### src/cpu_settings.svh
`ifndef CPU_SETTINGS_SVH
`define CPU_SETTINGS_SVH

// data and address width of the core
`define XLEN 32

// first fetch address after reset
`define RESET_PC 32'h0000_0000

// architectural integer registers, x0 included
`define REG_COUNT 32

`endif

### src/cpu_pkg.sv
package cpu_pkg;

	// major opcodes of the supported subset
	typedef enum logic [6:0] {
		OPC_OP     = 7'b0110011,
		OPC_OP_IMM = 7'b0010011,
		OPC_LOAD   = 7'b0000011,
		OPC_STORE  = 7'b0100011,
		OPC_BRANCH = 7'b1100011,
		OPC_JAL    = 7'b1101111,
		OPC_LUI    = 7'b0110111
	} opcode_t;

	typedef enum logic [3:0] {
		ALU_ADD,
		ALU_SUB,
		ALU_SLL,
		ALU_SLT,
		ALU_XOR,
		ALU_SRL,
		ALU_SRA,
		ALU_OR,
		ALU_AND,
		ALU_PASS_B	// lui result is the immediate
	} alu_op_t;

	typedef struct packed {
		logic [6:0] funct7;
		logic [4:0] rs2;
		logic [4:0] rs1;
		logic [2:0] funct3;
		logic [4:0] rd;
		logic [6:0] opcode;
	} r_fmt_t;

	typedef struct packed {
		logic [11:0] imm;
		logic [4:0]  rs1;
		logic [2:0]  funct3;
		logic [4:0]  rd;
		logic [6:0]  opcode;
	} i_fmt_t;

	// b-format shares this layout with a scrambled immediate
	typedef struct packed {
		logic [6:0] imm_hi;
		logic [4:0] rs2;
		logic [4:0] rs1;
		logic [2:0] funct3;
		logic [4:0] imm_lo;
		logic [6:0] opcode;
	} s_fmt_t;

	typedef struct packed {
		logic [19:0] imm;	// also holds the jal offset bits
		logic [4:0]  rd;
		logic [6:0]  opcode;
	} u_fmt_t;

	typedef union packed {
		r_fmt_t r;
		i_fmt_t i;
		s_fmt_t s;
		u_fmt_t u;
	} instr_u;

	typedef struct packed {
		alu_op_t    alu_op;
		logic       use_pc;			// operand a is pc
		logic       use_imm;		// operand b is imm
		logic       is_branch;
		logic [2:0] branch_cond;	// funct3 of the branch
		logic       is_jump;
		logic       mem_load;
		logic       mem_store;
		logic       reg_write;
	} ex_ctrl_t;

endpackage

### src/pipe_if.sv
`timescale 1ns/1ps
`include "cpu_settings.svh"

// decode to execute register
interface id_ex_if import cpu_pkg::*; ();
	logic [`XLEN-1:0] pc;
	logic [4:0]       rs1;
	logic [4:0]       rs2;
	logic [`XLEN-1:0] rs1_val;
	logic [`XLEN-1:0] rs2_val;
	logic [`XLEN-1:0] imm;
	logic [4:0]       rd;
	ex_ctrl_t         ctrl;

	modport source (
		output pc, rs1, rs2, rs1_val, rs2_val, imm, rd, ctrl
	);

	modport sink (
		input pc, rs1, rs2, rs1_val, rs2_val, imm, rd, ctrl
	);
endinterface

// execute to memory register
interface ex_res_if ();
	logic [4:0]       rd;
	logic [`XLEN-1:0] alu;			// result or memory address
	logic [`XLEN-1:0] store_data;
	logic             mem_load;
	logic             mem_store;
	logic             reg_write;

	modport source (
		output rd, alu, store_data, mem_load, mem_store, reg_write
	);

	modport sink (
		input rd, alu, store_data, mem_load, mem_store, reg_write
	);
endinterface

### src/cpu.sv
`timescale 1ns/1ps
`include "cpu_settings.svh"

module cpu (
	input  logic             clock,
	input  logic             rst_n,
	input  logic [`XLEN-1:0] inst,
	input  logic [`XLEN-1:0] load_data,
	output logic [`XLEN-1:0] pc,
	output logic [`XLEN-1:0] address,
	output logic [`XLEN-1:0] store_data,
	output logic             mem_load,
	output logic             mem_store
);

	logic             stall;
	logic             redirect;
	logic [`XLEN-1:0] target;
	logic [`XLEN-1:0] id_pc;
	logic [`XLEN-1:0] id_inst;
	logic             wb_en;
	logic [4:0]       wb_rd;
	logic [`XLEN-1:0] wb_data;

	id_ex_if  dx ();
	ex_res_if xr ();

	fetch_unit fetch_inst (
		.clock    (clock),
		.rst_n    (rst_n),
		.stall    (stall),
		.redirect (redirect),
		.target   (target),
		.inst     (inst),
		.pc       (pc),
		.id_pc    (id_pc),
		.id_inst  (id_inst)
	);

	decode_stage decode_inst (
		.clock    (clock),
		.rst_n    (rst_n),
		.id_pc    (id_pc),
		.id_inst  (id_inst),
		.redirect (redirect),
		.wb_en    (wb_en),
		.wb_rd    (wb_rd),
		.wb_data  (wb_data),
		.stall    (stall),
		.dx       (dx.source)
	);

	execute_stage execute_inst (
		.clock    (clock),
		.rst_n    (rst_n),
		.dx       (dx.sink),
		.wb_en    (wb_en),
		.wb_rd    (wb_rd),
		.wb_data  (wb_data),
		.redirect (redirect),
		.target   (target),
		.xr       (xr.source)
	);

	result_stage result_inst (
		.clock      (clock),
		.rst_n      (rst_n),
		.xr         (xr.sink),
		.load_data  (load_data),
		.address    (address),
		.store_data (store_data),
		.mem_load   (mem_load),
		.mem_store  (mem_store),
		.wb_en      (wb_en),
		.wb_rd      (wb_rd),
		.wb_data    (wb_data)
	);

endmodule

### src/decode_stage.sv
`timescale 1ns/1ps
`include "cpu_settings.svh"

module decode_stage import cpu_pkg::*; (
	input  logic             clock,
	input  logic             rst_n,
	input  logic [`XLEN-1:0] id_pc,
	input  logic [`XLEN-1:0] id_inst,
	input  logic             redirect,
	input  logic             wb_en,
	input  logic [4:0]       wb_rd,
	input  logic [`XLEN-1:0] wb_data,
	output logic             stall,
	id_ex_if.source          dx
);

	instr_u           ir;
	opcode_t          opc;
	ex_ctrl_t         ctrl;
	logic [`XLEN-1:0] imm;
	logic             uses_rs1;
	logic             uses_rs2;
	logic [`XLEN-1:0] rs1_val;
	logic [`XLEN-1:0] rs2_val;

	logic [`XLEN-1:0] regs [`REG_COUNT];

	// shared by register and immediate arithmetic
	function automatic alu_op_t funct_to_alu(input logic [2:0] funct3, input logic alt);
		alu_op_t op;
		case (funct3)
			3'b000:  op = alt ? ALU_SUB : ALU_ADD;
			3'b001:  op = ALU_SLL;
			3'b010:  op = ALU_SLT;
			3'b100:  op = ALU_XOR;
			3'b101:  op = alt ? ALU_SRA : ALU_SRL;
			3'b110:  op = ALU_OR;
			3'b111:  op = ALU_AND;
			default: op = ALU_ADD;
		endcase
		return op;
	endfunction

	assign ir  = id_inst;
	assign opc = opcode_t'(ir.r.opcode);

	always_comb begin
		ctrl     = '0;
		imm      = '0;
		uses_rs1 = 1'b0;
		uses_rs2 = 1'b0;
		case (opc)
			OPC_OP: begin
				ctrl.alu_op    = funct_to_alu(ir.r.funct3, ir.r.funct7[5]);
				ctrl.reg_write = 1'b1;
				uses_rs1       = 1'b1;
				uses_rs2       = 1'b1;
			end
			OPC_OP_IMM: begin
				// only srai has the alternate bit, addi never subtracts
				ctrl.alu_op    = funct_to_alu(ir.i.funct3,
					ir.i.funct3 == 3'b101 && ir.r.funct7[5]);
				ctrl.use_imm   = 1'b1;
				ctrl.reg_write = 1'b1;
				imm            = {{(`XLEN-12){ir.i.imm[11]}}, ir.i.imm};
				uses_rs1       = 1'b1;
			end
			OPC_LOAD: begin
				ctrl.use_imm   = 1'b1;		// address = rs1 + imm
				ctrl.mem_load  = 1'b1;
				ctrl.reg_write = 1'b1;
				imm            = {{(`XLEN-12){ir.i.imm[11]}}, ir.i.imm};
				uses_rs1       = 1'b1;
			end
			OPC_STORE: begin
				ctrl.use_imm   = 1'b1;
				ctrl.mem_store = 1'b1;
				imm            = {{(`XLEN-12){ir.s.imm_hi[6]}}, ir.s.imm_hi, ir.s.imm_lo};
				uses_rs1       = 1'b1;
				uses_rs2       = 1'b1;
			end
			OPC_BRANCH: begin
				ctrl.is_branch   = 1'b1;
				ctrl.branch_cond = ir.s.funct3;
				imm = {{(`XLEN-12){ir.s.imm_hi[6]}}, ir.s.imm_lo[0], ir.s.imm_hi[5:0],
					ir.s.imm_lo[4:1], 1'b0};
				uses_rs1 = 1'b1;
				uses_rs2 = 1'b1;
			end
			OPC_JAL: begin
				ctrl.is_jump   = 1'b1;
				ctrl.use_pc    = 1'b1;		// link = pc + 4 through the alu
				ctrl.reg_write = 1'b1;
				imm = {{(`XLEN-20){ir.u.imm[19]}}, ir.u.imm[7:0], ir.u.imm[8],
					ir.u.imm[18:9], 1'b0};
			end
			OPC_LUI: begin
				ctrl.alu_op    = ALU_PASS_B;
				ctrl.use_imm   = 1'b1;
				ctrl.reg_write = 1'b1;
				imm            = {ir.u.imm, 12'b0};
			end
			default: ;	// unknown opcode decodes as a bubble
		endcase
	end

	// register file, written at the end of write-back
	always_ff @(posedge clock) begin
		if (wb_en && wb_rd != 5'd0)
			regs[wb_rd] <= wb_data;
	end

	assign rs1_val = (ir.r.rs1 == 5'd0) ? '0 :
		(wb_en && wb_rd == ir.r.rs1) ? wb_data : regs[ir.r.rs1];
	assign rs2_val = (ir.r.rs2 == 5'd0) ? '0 :
		(wb_en && wb_rd == ir.r.rs2) ? wb_data : regs[ir.r.rs2];

	// load in execute feeding this instruction
	assign stall = dx.ctrl.mem_load && dx.rd != 5'd0 &&
		((uses_rs1 && dx.rd == ir.r.rs1) || (uses_rs2 && dx.rd == ir.r.rs2));

	always_ff @(posedge clock) begin
		if (!rst_n || stall || redirect)
			dx.ctrl <= '0;			// bubble into execute
		else
			dx.ctrl <= ctrl;
		dx.pc      <= id_pc;
		dx.rs1     <= ir.r.rs1;
		dx.rs2     <= ir.r.rs2;
		dx.rs1_val <= rs1_val;
		dx.rs2_val <= rs2_val;
		dx.imm     <= imm;
		dx.rd      <= ir.r.rd;
	end

endmodule

### src/execute_stage.sv
`timescale 1ns/1ps
`include "cpu_settings.svh"

module execute_stage import cpu_pkg::*; (
	input  logic             clock,
	input  logic             rst_n,
	id_ex_if.sink            dx,
	input  logic             wb_en,
	input  logic [4:0]       wb_rd,
	input  logic [`XLEN-1:0] wb_data,
	output logic             redirect,
	output logic [`XLEN-1:0] target,
	ex_res_if.source         xr
);

	logic [`XLEN-1:0] fwd_a;
	logic [`XLEN-1:0] fwd_b;
	logic [`XLEN-1:0] op_a;
	logic [`XLEN-1:0] op_b;
	logic [`XLEN-1:0] alu_out;
	logic             cond;

	// memory stage is younger than write-back, so it wins
	assign fwd_a = (dx.rs1 != 5'd0 && xr.reg_write && xr.rd == dx.rs1) ? xr.alu :
		(dx.rs1 != 5'd0 && wb_en && wb_rd == dx.rs1) ? wb_data : dx.rs1_val;
	assign fwd_b = (dx.rs2 != 5'd0 && xr.reg_write && xr.rd == dx.rs2) ? xr.alu :
		(dx.rs2 != 5'd0 && wb_en && wb_rd == dx.rs2) ? wb_data : dx.rs2_val;

	assign op_a = dx.ctrl.use_pc ? dx.pc : fwd_a;
	assign op_b = dx.ctrl.is_jump ? 'd4 :	// jal link
		dx.ctrl.use_imm ? dx.imm : fwd_b;

	always_comb begin
		case (dx.ctrl.alu_op)
			ALU_ADD:    alu_out = op_a + op_b;
			ALU_SUB:    alu_out = op_a - op_b;
			ALU_SLL:    alu_out = op_a << op_b[4:0];
			ALU_SLT:    alu_out = {{(`XLEN-1){1'b0}}, $signed(op_a) < $signed(op_b)};
			ALU_XOR:    alu_out = op_a ^ op_b;
			ALU_SRL:    alu_out = op_a >> op_b[4:0];
			ALU_SRA:    alu_out = $signed(op_a) >>> op_b[4:0];
			ALU_OR:     alu_out = op_a | op_b;
			ALU_AND:    alu_out = op_a & op_b;
			ALU_PASS_B: alu_out = op_b;
			default:    alu_out = '0;
		endcase
	end

	// branch compare on the forwarded registers
	always_comb begin
		case (dx.ctrl.branch_cond)
			3'b000:  cond = fwd_a == fwd_b;					// beq
			3'b001:  cond = fwd_a != fwd_b;					// bne
			3'b100:  cond = $signed(fwd_a) < $signed(fwd_b);	// blt
			3'b101:  cond = $signed(fwd_a) >= $signed(fwd_b);	// bge
			default: cond = 1'b0;
		endcase
	end

	assign redirect = dx.ctrl.is_jump || (dx.ctrl.is_branch && cond);
	assign target   = dx.pc + dx.imm;

	// execute to memory register
	always_ff @(posedge clock) begin
		if (!rst_n) begin
			xr.reg_write <= 1'b0;
			xr.mem_load  <= 1'b0;
			xr.mem_store <= 1'b0;
		end else begin
			xr.reg_write <= dx.ctrl.reg_write;
			xr.mem_load  <= dx.ctrl.mem_load;
			xr.mem_store <= dx.ctrl.mem_store;
		end
		xr.rd         <= dx.rd;
		xr.alu        <= alu_out;
		xr.store_data <= fwd_b;
	end

endmodule

### src/fetch_unit.sv
`timescale 1ns/1ps
`include "cpu_settings.svh"

module fetch_unit (
	input  logic             clock,
	input  logic             rst_n,
	input  logic             stall,
	input  logic             redirect,
	input  logic [`XLEN-1:0] target,
	input  logic [`XLEN-1:0] inst,
	output logic [`XLEN-1:0] pc,
	output logic [`XLEN-1:0] id_pc,
	output logic [`XLEN-1:0] id_inst
);

	localparam logic [`XLEN-1:0] NOP = 32'h0000_0013;	// addi x0, x0, 0

	always_ff @(posedge clock) begin
		if (!rst_n) begin
			pc <= `RESET_PC;
		end else if (redirect) begin
			pc <= target;			// taken branch or jal
		end else if (!stall) begin
			pc <= pc + 'd4;
		end
	end

	// fetch to decode register
	always_ff @(posedge clock) begin
		if (!rst_n) begin
			id_pc   <= `RESET_PC;
			id_inst <= NOP;
		end else if (redirect) begin
			id_inst <= NOP;			// drop the wrong-path fetch
		end else if (!stall) begin
			id_pc   <= pc;
			id_inst <= inst;
		end
	end

endmodule

### src/result_stage.sv
`timescale 1ns/1ps
`include "cpu_settings.svh"

module result_stage (
	input  logic             clock,
	input  logic             rst_n,
	ex_res_if.sink           xr,
	input  logic [`XLEN-1:0] load_data,
	output logic [`XLEN-1:0] address,
	output logic [`XLEN-1:0] store_data,
	output logic             mem_load,
	output logic             mem_store,
	output logic             wb_en,
	output logic [4:0]       wb_rd,
	output logic [`XLEN-1:0] wb_data
);

	logic [`XLEN-1:0] wb_alu;
	logic             wb_load;

	// memory stage drives the data port straight from the register
	assign address    = xr.alu;
	assign store_data = xr.store_data;
	assign mem_load   = xr.mem_load;
	assign mem_store  = xr.mem_store;

	// memory to write-back register
	always_ff @(posedge clock) begin
		if (!rst_n) begin
			wb_en   <= 1'b0;
			wb_load <= 1'b0;
		end else begin
			wb_en   <= xr.reg_write;
			wb_load <= xr.mem_load;
		end
		wb_rd  <= xr.rd;
		wb_alu <= xr.alu;
	end

	// load data arrives one cycle after the address
	assign wb_data = wb_load ? load_data : wb_alu;

endmodule

### config.mk
export PLATFORM = sky130hd
export DESIGN_NAME = cpu
export DESIGN_NICKNAME = d
export VERILOG_FILES = /design/src/cpu_pkg.sv /design/src/pipe_if.sv /design/src/cpu.sv /design/src/decode_stage.sv /design/src/execute_stage.sv /design/src/fetch_unit.sv /design/src/result_stage.sv
export VERILOG_INCLUDE_DIRS = /design/src
export SDC_FILE = /design/constraint.sdc
export NUM_CORES = 2
export LEC_CHECK = 0
export ABC_AREA = 1
export BUFFER_PORTS_ARGS = -buffer_cell sky130_fd_sc_hd__buf_2
export CAP_MARGIN = 10
export CORE_MARGIN = 3
export CORE_UTILIZATION = 35
export DETAILED_ROUTE_END_ITERATION = 10
export GPL_ROUTABILITY_DRIVEN = 0
export HOLD_SLACK_MARGIN = 0.15
export PLACE_DENSITY = 0.6
export SYNTH_ARGS = -nofsm -noshare
export SYNTH_HDL_FRONTEND = slang
export SYNTH_SLANG_ARGS = --single-unit
### constraint.sdc
create_clock -name clock -period 14.7 [get_ports clock]
set_clock_uncertainty 0.2 [all_clocks]
set_input_delay 2.94 -clock clock [delete_from_list [all_inputs] [get_ports clock]]
set_output_delay 2.94 -clock clock [all_outputs]
set_load 0.02 [all_outputs]
# Yosys cells after proc, flatten, opt, wreduce, memory -nomap -nowiden
# Memories as Yosys holds them, arrays and structs flattened. A register that Yosys moved wholly into a read port is not among the register bits.
# Cells that the tools add are included.
# W data, S select, Z words.
# totals
regBits,299
out_inout_bits,98
word_cells,145
in_bits,66
ramBits,1024
n_memories,1
# op_classes
eq_ne,34
n_bitwise,7
reduce_logical,37
n_lt_le_gt_ge,3
n_shift,3
mux,30
addsub,4
# mem_list
memory,words,word_bits,rd,rd_ports_with_merged_regs,write_ports,line_no,rtl
decode_inst.regs,32,32,2,2,1,decode_stage.sv:26,logic [`XLEN-1:0] regs [`REG_COUNT];
# op_table
operator,n
$mux W32,10
$pmux W32 S10,1
$pmux W32 S5,1
$add A32 B32 Y32,2
$lt A32 B32 Y1,2
$pmux W4 S7,2
$add A32 B3 Y32 const B,1
$and A32 B32 Y32,1
$eq A32 B32 Y1,1
$ge A32 B32 Y1,1
$ne A32 B32 Y1,1
$or A32 B32 Y32,1
$shl A32 B5 Y32,1
$shr A32 B5 Y32,1
$sshr A32 B5 Y32,1
$sub A32 B32 Y32,1
$xor A32 B32 Y32,1
$eq A5 B5 Y1,6
$eq A7 B6 Y1 const B,3
$reduce_bool A5 Y1,4
$eq A3 B3 Y1 const B,6
$eq A4 B3 Y1 const B,4
$logic_and A1 B1 Y1,15
$eq A7 B7 Y1 const B,2
24 further kinds,49

# Logic depth before layout (Yosys ltp)
# logic_depth
ltp_word,11
depth_mapped,36

# Modules after synthesis
# A second synthesis with hierarchy kept.
# hier_totals
hier_cells,10496
area_unflattened_um2,80174.4
# by_module_without_submodules
module,area_per_inst_um2,seq_area_each_um2,instances,cells_each
decode_stage,57370.0,33872.5,1,6631
execute_stage,16442.0,1441.4,1,2994
fetch_unit,4579.4,1921.8,1,658
result_stage,1783.0,780.7,1,213

# Worst setup path after synthesis
# No wires, ideal clock.
# synth_timing
path_kind,input -> register
start,input load_data[0]
end,register execute_inst.xr.alu[26]
t_required_ps,14370
t_arrival_ps,6322
slack_ps,8048
path_stages,23
setup_ps,130
path_buffers,1
path_cell_list,mux2_2 o21ai_1 o21ai_2 o21ai_4 inv_2 buf_2 ha_1 fa_1 inv_1 nand3_1 nand2_1 nand2_1 o211ai_1 a21oi_1 o21ai_0 a21oi_1 o21bai_1 a21o_1 a21oi_1 o21ai_0 nand2_1 inv_1 nand4_1
# synth_between
elab_chain_cells,7
# synth_rtl
element,line_no,rtl
"start, declared",cpu.sv:8,"input logic [`XLEN-1:0] load_data,"
$mux W32 *,result_stage.sv:41,assign wb_data = wb_load ? load_data : wb_alu;
$mux W32 *,execute_stage.sv:27,(dx.rs2 != 5'd0 && wb_en && wb_rd == dx.rs2) ? wb_data : dx.rs2_val;
$mux W32 *,execute_stage.sv:26,assign fwd_b = (dx.rs2 != 5'd0 && xr.reg_write && xr.rd == dx.rs2) ? xr.alu :
named net execute_inst.fwd_b[0],execute_stage.sv:17,logic [`XLEN-1:0] fwd_b;
$mux W32 *,execute_stage.sv:31,dx.ctrl.use_imm ? dx.imm : fwd_b;
$mux W32 *,execute_stage.sv:30,assign op_b = dx.ctrl.is_jump ? 'd4 :
$sub A32 B32 Y32 (tied with other cells),execute_stage.sv:36,ALU_SUB: alu_out = op_a - op_b;
$pmux W32 S10 *,execute_stage.sv:34,case (dx.ctrl.alu_op)
named net execute_inst.alu_out[26],execute_stage.sv:20,logic [`XLEN-1:0] alu_out;
"end signal, assigned",execute_stage.sv:75,xr.alu <= alu_out;
"end, declared",pipe_if.sv:34,"output rd, alu, store_data, mem_load, mem_store, reg_write"
# The timed path passes the listed nets; every way through them passes the cells marked *.
# A chain may end at the register's enable or synchronous reset.

# Final worst setup path
# layout_timing
start,input load_data[25]
end,"register, netlist name decode_inst.dx.ctrl[5]"
# layout_between
elab_chain_cells,9
# layout_rtl
element,line_no,rtl
$mux W32 *,result_stage.sv:41,
named net decode_inst.wb_data[25],decode_stage.sv:12,"input logic [`XLEN-1:0] wb_data,"
$mux W32 (on tied branches),"execute_stage.sv:25, execute_stage.sv:27",
$mux W32 (on tied branches),"execute_stage.sv:24, execute_stage.sv:26",
$ge A32 B32 Y1 (tied with other cells),execute_stage.sv:55,3'b101: cond = $signed(fwd_a) >= $signed(fwd_b);
$pmux W1 S4 *,execute_stage.sv:51,case (dx.ctrl.branch_cond)
$logic_and A1 B1 Y1 *,execute_stage.sv:60,assign redirect = dx.ctrl.is_jump || (dx.ctrl.is_branch && cond);
$logic_or A1 B1 Y1 *,execute_stage.sv:60,
$logic_or A1 B1 Y1 *,decode_stage.sv:123,if (!rst_n || stall || redirect)
$reduce_or A2 Y1 (no line) *,n/a,
# Marks and branches as above.

==> out/metrics.cfg <==
[outcome]
status = finished clean

[synth]
synthArstFlopShare = 0
synth-simple-area-share = 0.164
synth_compound_area_frac = 0.217
synth_top_family_by_area = compound AO/OA/AOI/OAI gates
synth_cell_types = 75
ys_ff_latch = 1387
ys_seq_area_frac = 0.509
synth_mux_area_frac = 0.000553
yosys_most_used_dff = edfxtp_1
synthAdderAreaFrac = 0.0276
synth_edf_count = 1024
synthCells = 8837
yosys_warnings = 0
synthXorXnorAreaFrac = 0.00668
syn_area_per_cell_um2 = 8.45
netlist_area_mm2 = 0.0747

[floorplan]
start_util = 0.354
core_mm2 = 0.211
die_w_um = 468
rows = 168
chipHeight_um = 468
io_pins = 164
dieArea_mm2 = 0.219

[layout]
final_cell_mix = 1512 x nand2_1, 1313 x o21ai_0, 1024 x edfxtp_1
regArea_mm2 = 0.0381
drive_above_1_share = 0.0830
multiInputGateArea_mm2 = 0.0315
final_common_cell = nand2_1
final_area_mm2 = 0.0831
area_growth_syn_to_layout_pct = 11.2
fill_cells = 20800
nets = 8935

[clocking]
clk_latency_ps = 830
root_buffer = clkbuf_16
clk_path_buf_depth = 3
cts_num_sinks = 1387
cts_buffers = 152
clk_pin_slew_ps = 60
htreeDepth = 4
tritoncts = done
postCtsSetupBuffers = 0

[routing]
viasPerCell = 5.91
antenna_left = 0
drc = 0
post_drt_wl_per_cell_um = 25.3
wl_um = 294000
drt_iter0_markers = 10400
dr_total_vias = 68800
first_pass_iters = 8

[global_route]
grt_pass1_vias = 63600
grt_pass1_wl_um = 423000
grtUsageTotal = 0.259
grt_max_degree = 179
antenna_found_initial = 20
overflow = 0

[power_and_ir_drop]
pwr-share-seq = 0.434
p_leak_nw = 31.3
power.density_mw_per_mm2 = 141
switchingPower_mw = 4.05
ir_drop_mv = 0.128
swShare = 0.346
internal_power_mw = 7.65
p_clk_frac = 0.326
pwr-share-comb = 0.239

[hold_path]
hold_class = flip-flop to flip-flop

[timing]
setup_violations = 0
finalSetupTns_ps = 0
grt_setup_unrepaired = no
hold_slack_ps = 147
maxSlewViolCount = 0
final_hold_viol_count = 0
max-slew-margin-rel = 0.0744
worstMarginPinSlew_ps = 1370
fin_crit_sh = 0.551
clock.fmax_ghz = 0.123
period_needed_ps = 8100

[placed_design]
portBuffers = 163
place_area_mm2 = 0.0781
dp_hpwl_um = 185000

[critical_path]
cp.required_ps = 15240
path_max_fanout = 35
crit_arrival_ps = 8630
path_class = input port to flip-flop
critPathLaunchType = input port
worst_setup_path_end_kind = flip-flop

[job]
maxCapViolations = 0

kinds of logic (layout without fill, tap and decap cells):
kind of cell    after synthesis  in the layout
compound gates             2861           2861
other cells                   1             42
mux                           4              4
xor+xnor                     57             57
fa+ha+maj                   163            163
buf+inv                    1439           1398
flops                      1387           1387
simple gates               2925           2925
layout make-up:
| type | instances | share of cell area |
|---|---|---|
| Tap cell | 2805 | 0.0422 |
| Timing Repair Buffer | 300 | 0.0238 |
| Antenna cell | 10 | 0.000301 |
| Multi-Input combinational cell | 6042 | 0.379 |
| Clock inverter | 76 | 0.00950 |
| Inverter | 823 | 0.0376 |
| Clock buffer | 199 | 0.0496 |
| Sequential cell | 1387 | 0.458 |
power by group through the flow:
stage | registers (mW) | clock network (mW) | logic (mW)
floorplan | 5.04 | 0 | 1.61
global placement | 5.14 | 0 | 2.64
detailed placement | 5.14 | 0 | 2.67
CTS | 5.06 | 3.86 | 2.69
global route | 5.08 | 4.02 | 3.00
finish | 5.08 | 3.82 | 2.80
registers in the layout (all words and copies together) (netlist names), 13 cells and up:
signal,cells
execute_inst.xr.store_data,32
decode_inst.dx.ctrl,13
execute_inst.xr.alu,32
result_inst.wb_alu,32
decode_inst.dx.imm,32
fetch_inst.id_pc,32
decode_inst.dx.rs2_val,32
decode_inst.dx.pc,32
decode_inst.regs,1024
decode_inst.dx.rs1_val,32
fetch_inst.id_inst,32
fetch_inst.pc,32
layer usage:
layer,track usage,part of all wire
met5,0,0.00015
met4,0.143,0.061
met3,0.0718,0.12
met2,0.391,0.43
met1,0.335,0.38
cells in the mapped netlist, types with 7 or more instances:
library cell	instances	share of area
nand2_1	1514	0.076
o21ai_0	1313	0.088
edfxtp_1	1024	0.41
inv_1	795	0.040
a21oi_1	710	0.048
nor2_1	653	0.033
nand3_1	509	0.034
clkbuf_1	461	0.023
o211ai_1	374	0.038
dfxtp_1	363	0.097
ha_1	160	0.027
o22ai_1	137	0.011
nand4_1	100	0.0084
o21ai_1	96	0.0064
buf_1	81	0.0041
buf_2	53	0.0036
or2_2	47	0.0039
o21ai_2	37	0.0043
xor2_1	37	0.0043
a31oi_1	32	0.0027
nor3_1	31	0.0021
a211oi_1	22	0.0022
inv_2	22	0.0011
a221oi_1	21	0.0025
xnor2_1	20	0.0023
o21a_1	14	0.0014
buf_6	13	0.0020
nor4_1	12	0.0010
o21bai_1	11	0.0011
o221ai_1	11	0.0013
o2111ai_1	10	0.0012
or2_1	10	0.00084
o32ai_1	9	0.0011
nand2_2	8	0.00067
nor2_2	8	0.00067
nor3_2	8	0.0011
and2_1	7	0.00059
buf_4	7	0.00070
nand3b_1	7	0.00070
o211ai_2	7	0.0012
critical path: stages:
cell	delay (ps)
buf_2	90
inv_1	50
nand2_1	40
o21ai_0	400
inv_1	810
o21ai_0	470
o22ai_2	130
ha_1	340
inv_1	40
nor4_1	600
inv_1	150
nor4_1	330
nand3_1	170
o21ai_0	190
nand2_1	80
inv_2	50
nand2_2	110
nand2_4	260
nand3_2	650
nor2_1	390
nand3_1	190
nor2_1	130
repair_timing:
action	4_1_cts	5_1_grt
hold endpoints to repair	2	0
hold buffers	2	0
gates resized for setup	0	0
through the flow:
step / utilization / power, mW / cells / setup slack [ps]
4_1_cts: 0.394 / 11.6 / 11600 / 6920
3_5_place_dp: 0.370 / 7.81 / 11400 / 6050
3_3_place_gp: 0.370 / 7.78 / 11400 / 6110
6_report: 0.394 / 11.7 / 11600 / 6600
5_1_grt: 0.394 / 12.1 / 11600 / 6290
2_1_floorplan: - / 6.65 / 8868 / 8050
worst paths after layout:
kind / startpoint / endpoint / slack [ps] / depth (start not counted)
worst max-delay path: load_data[25] / decode_inst.dx.ctrl[5] / 6600 / 22
worst min-delay path: fetch_inst.id_pc[14] / decode_inst.dx.pc[14] / 150 / 0
worst max register to register: result_inst.wb_load / decode_inst.dx.ctrl[5] / 7750 / 20
worst min register to register: fetch_inst.id_pc[14] / decode_inst.dx.pc[14] / 150 / 0
Power figures use the tool's default switching activity.
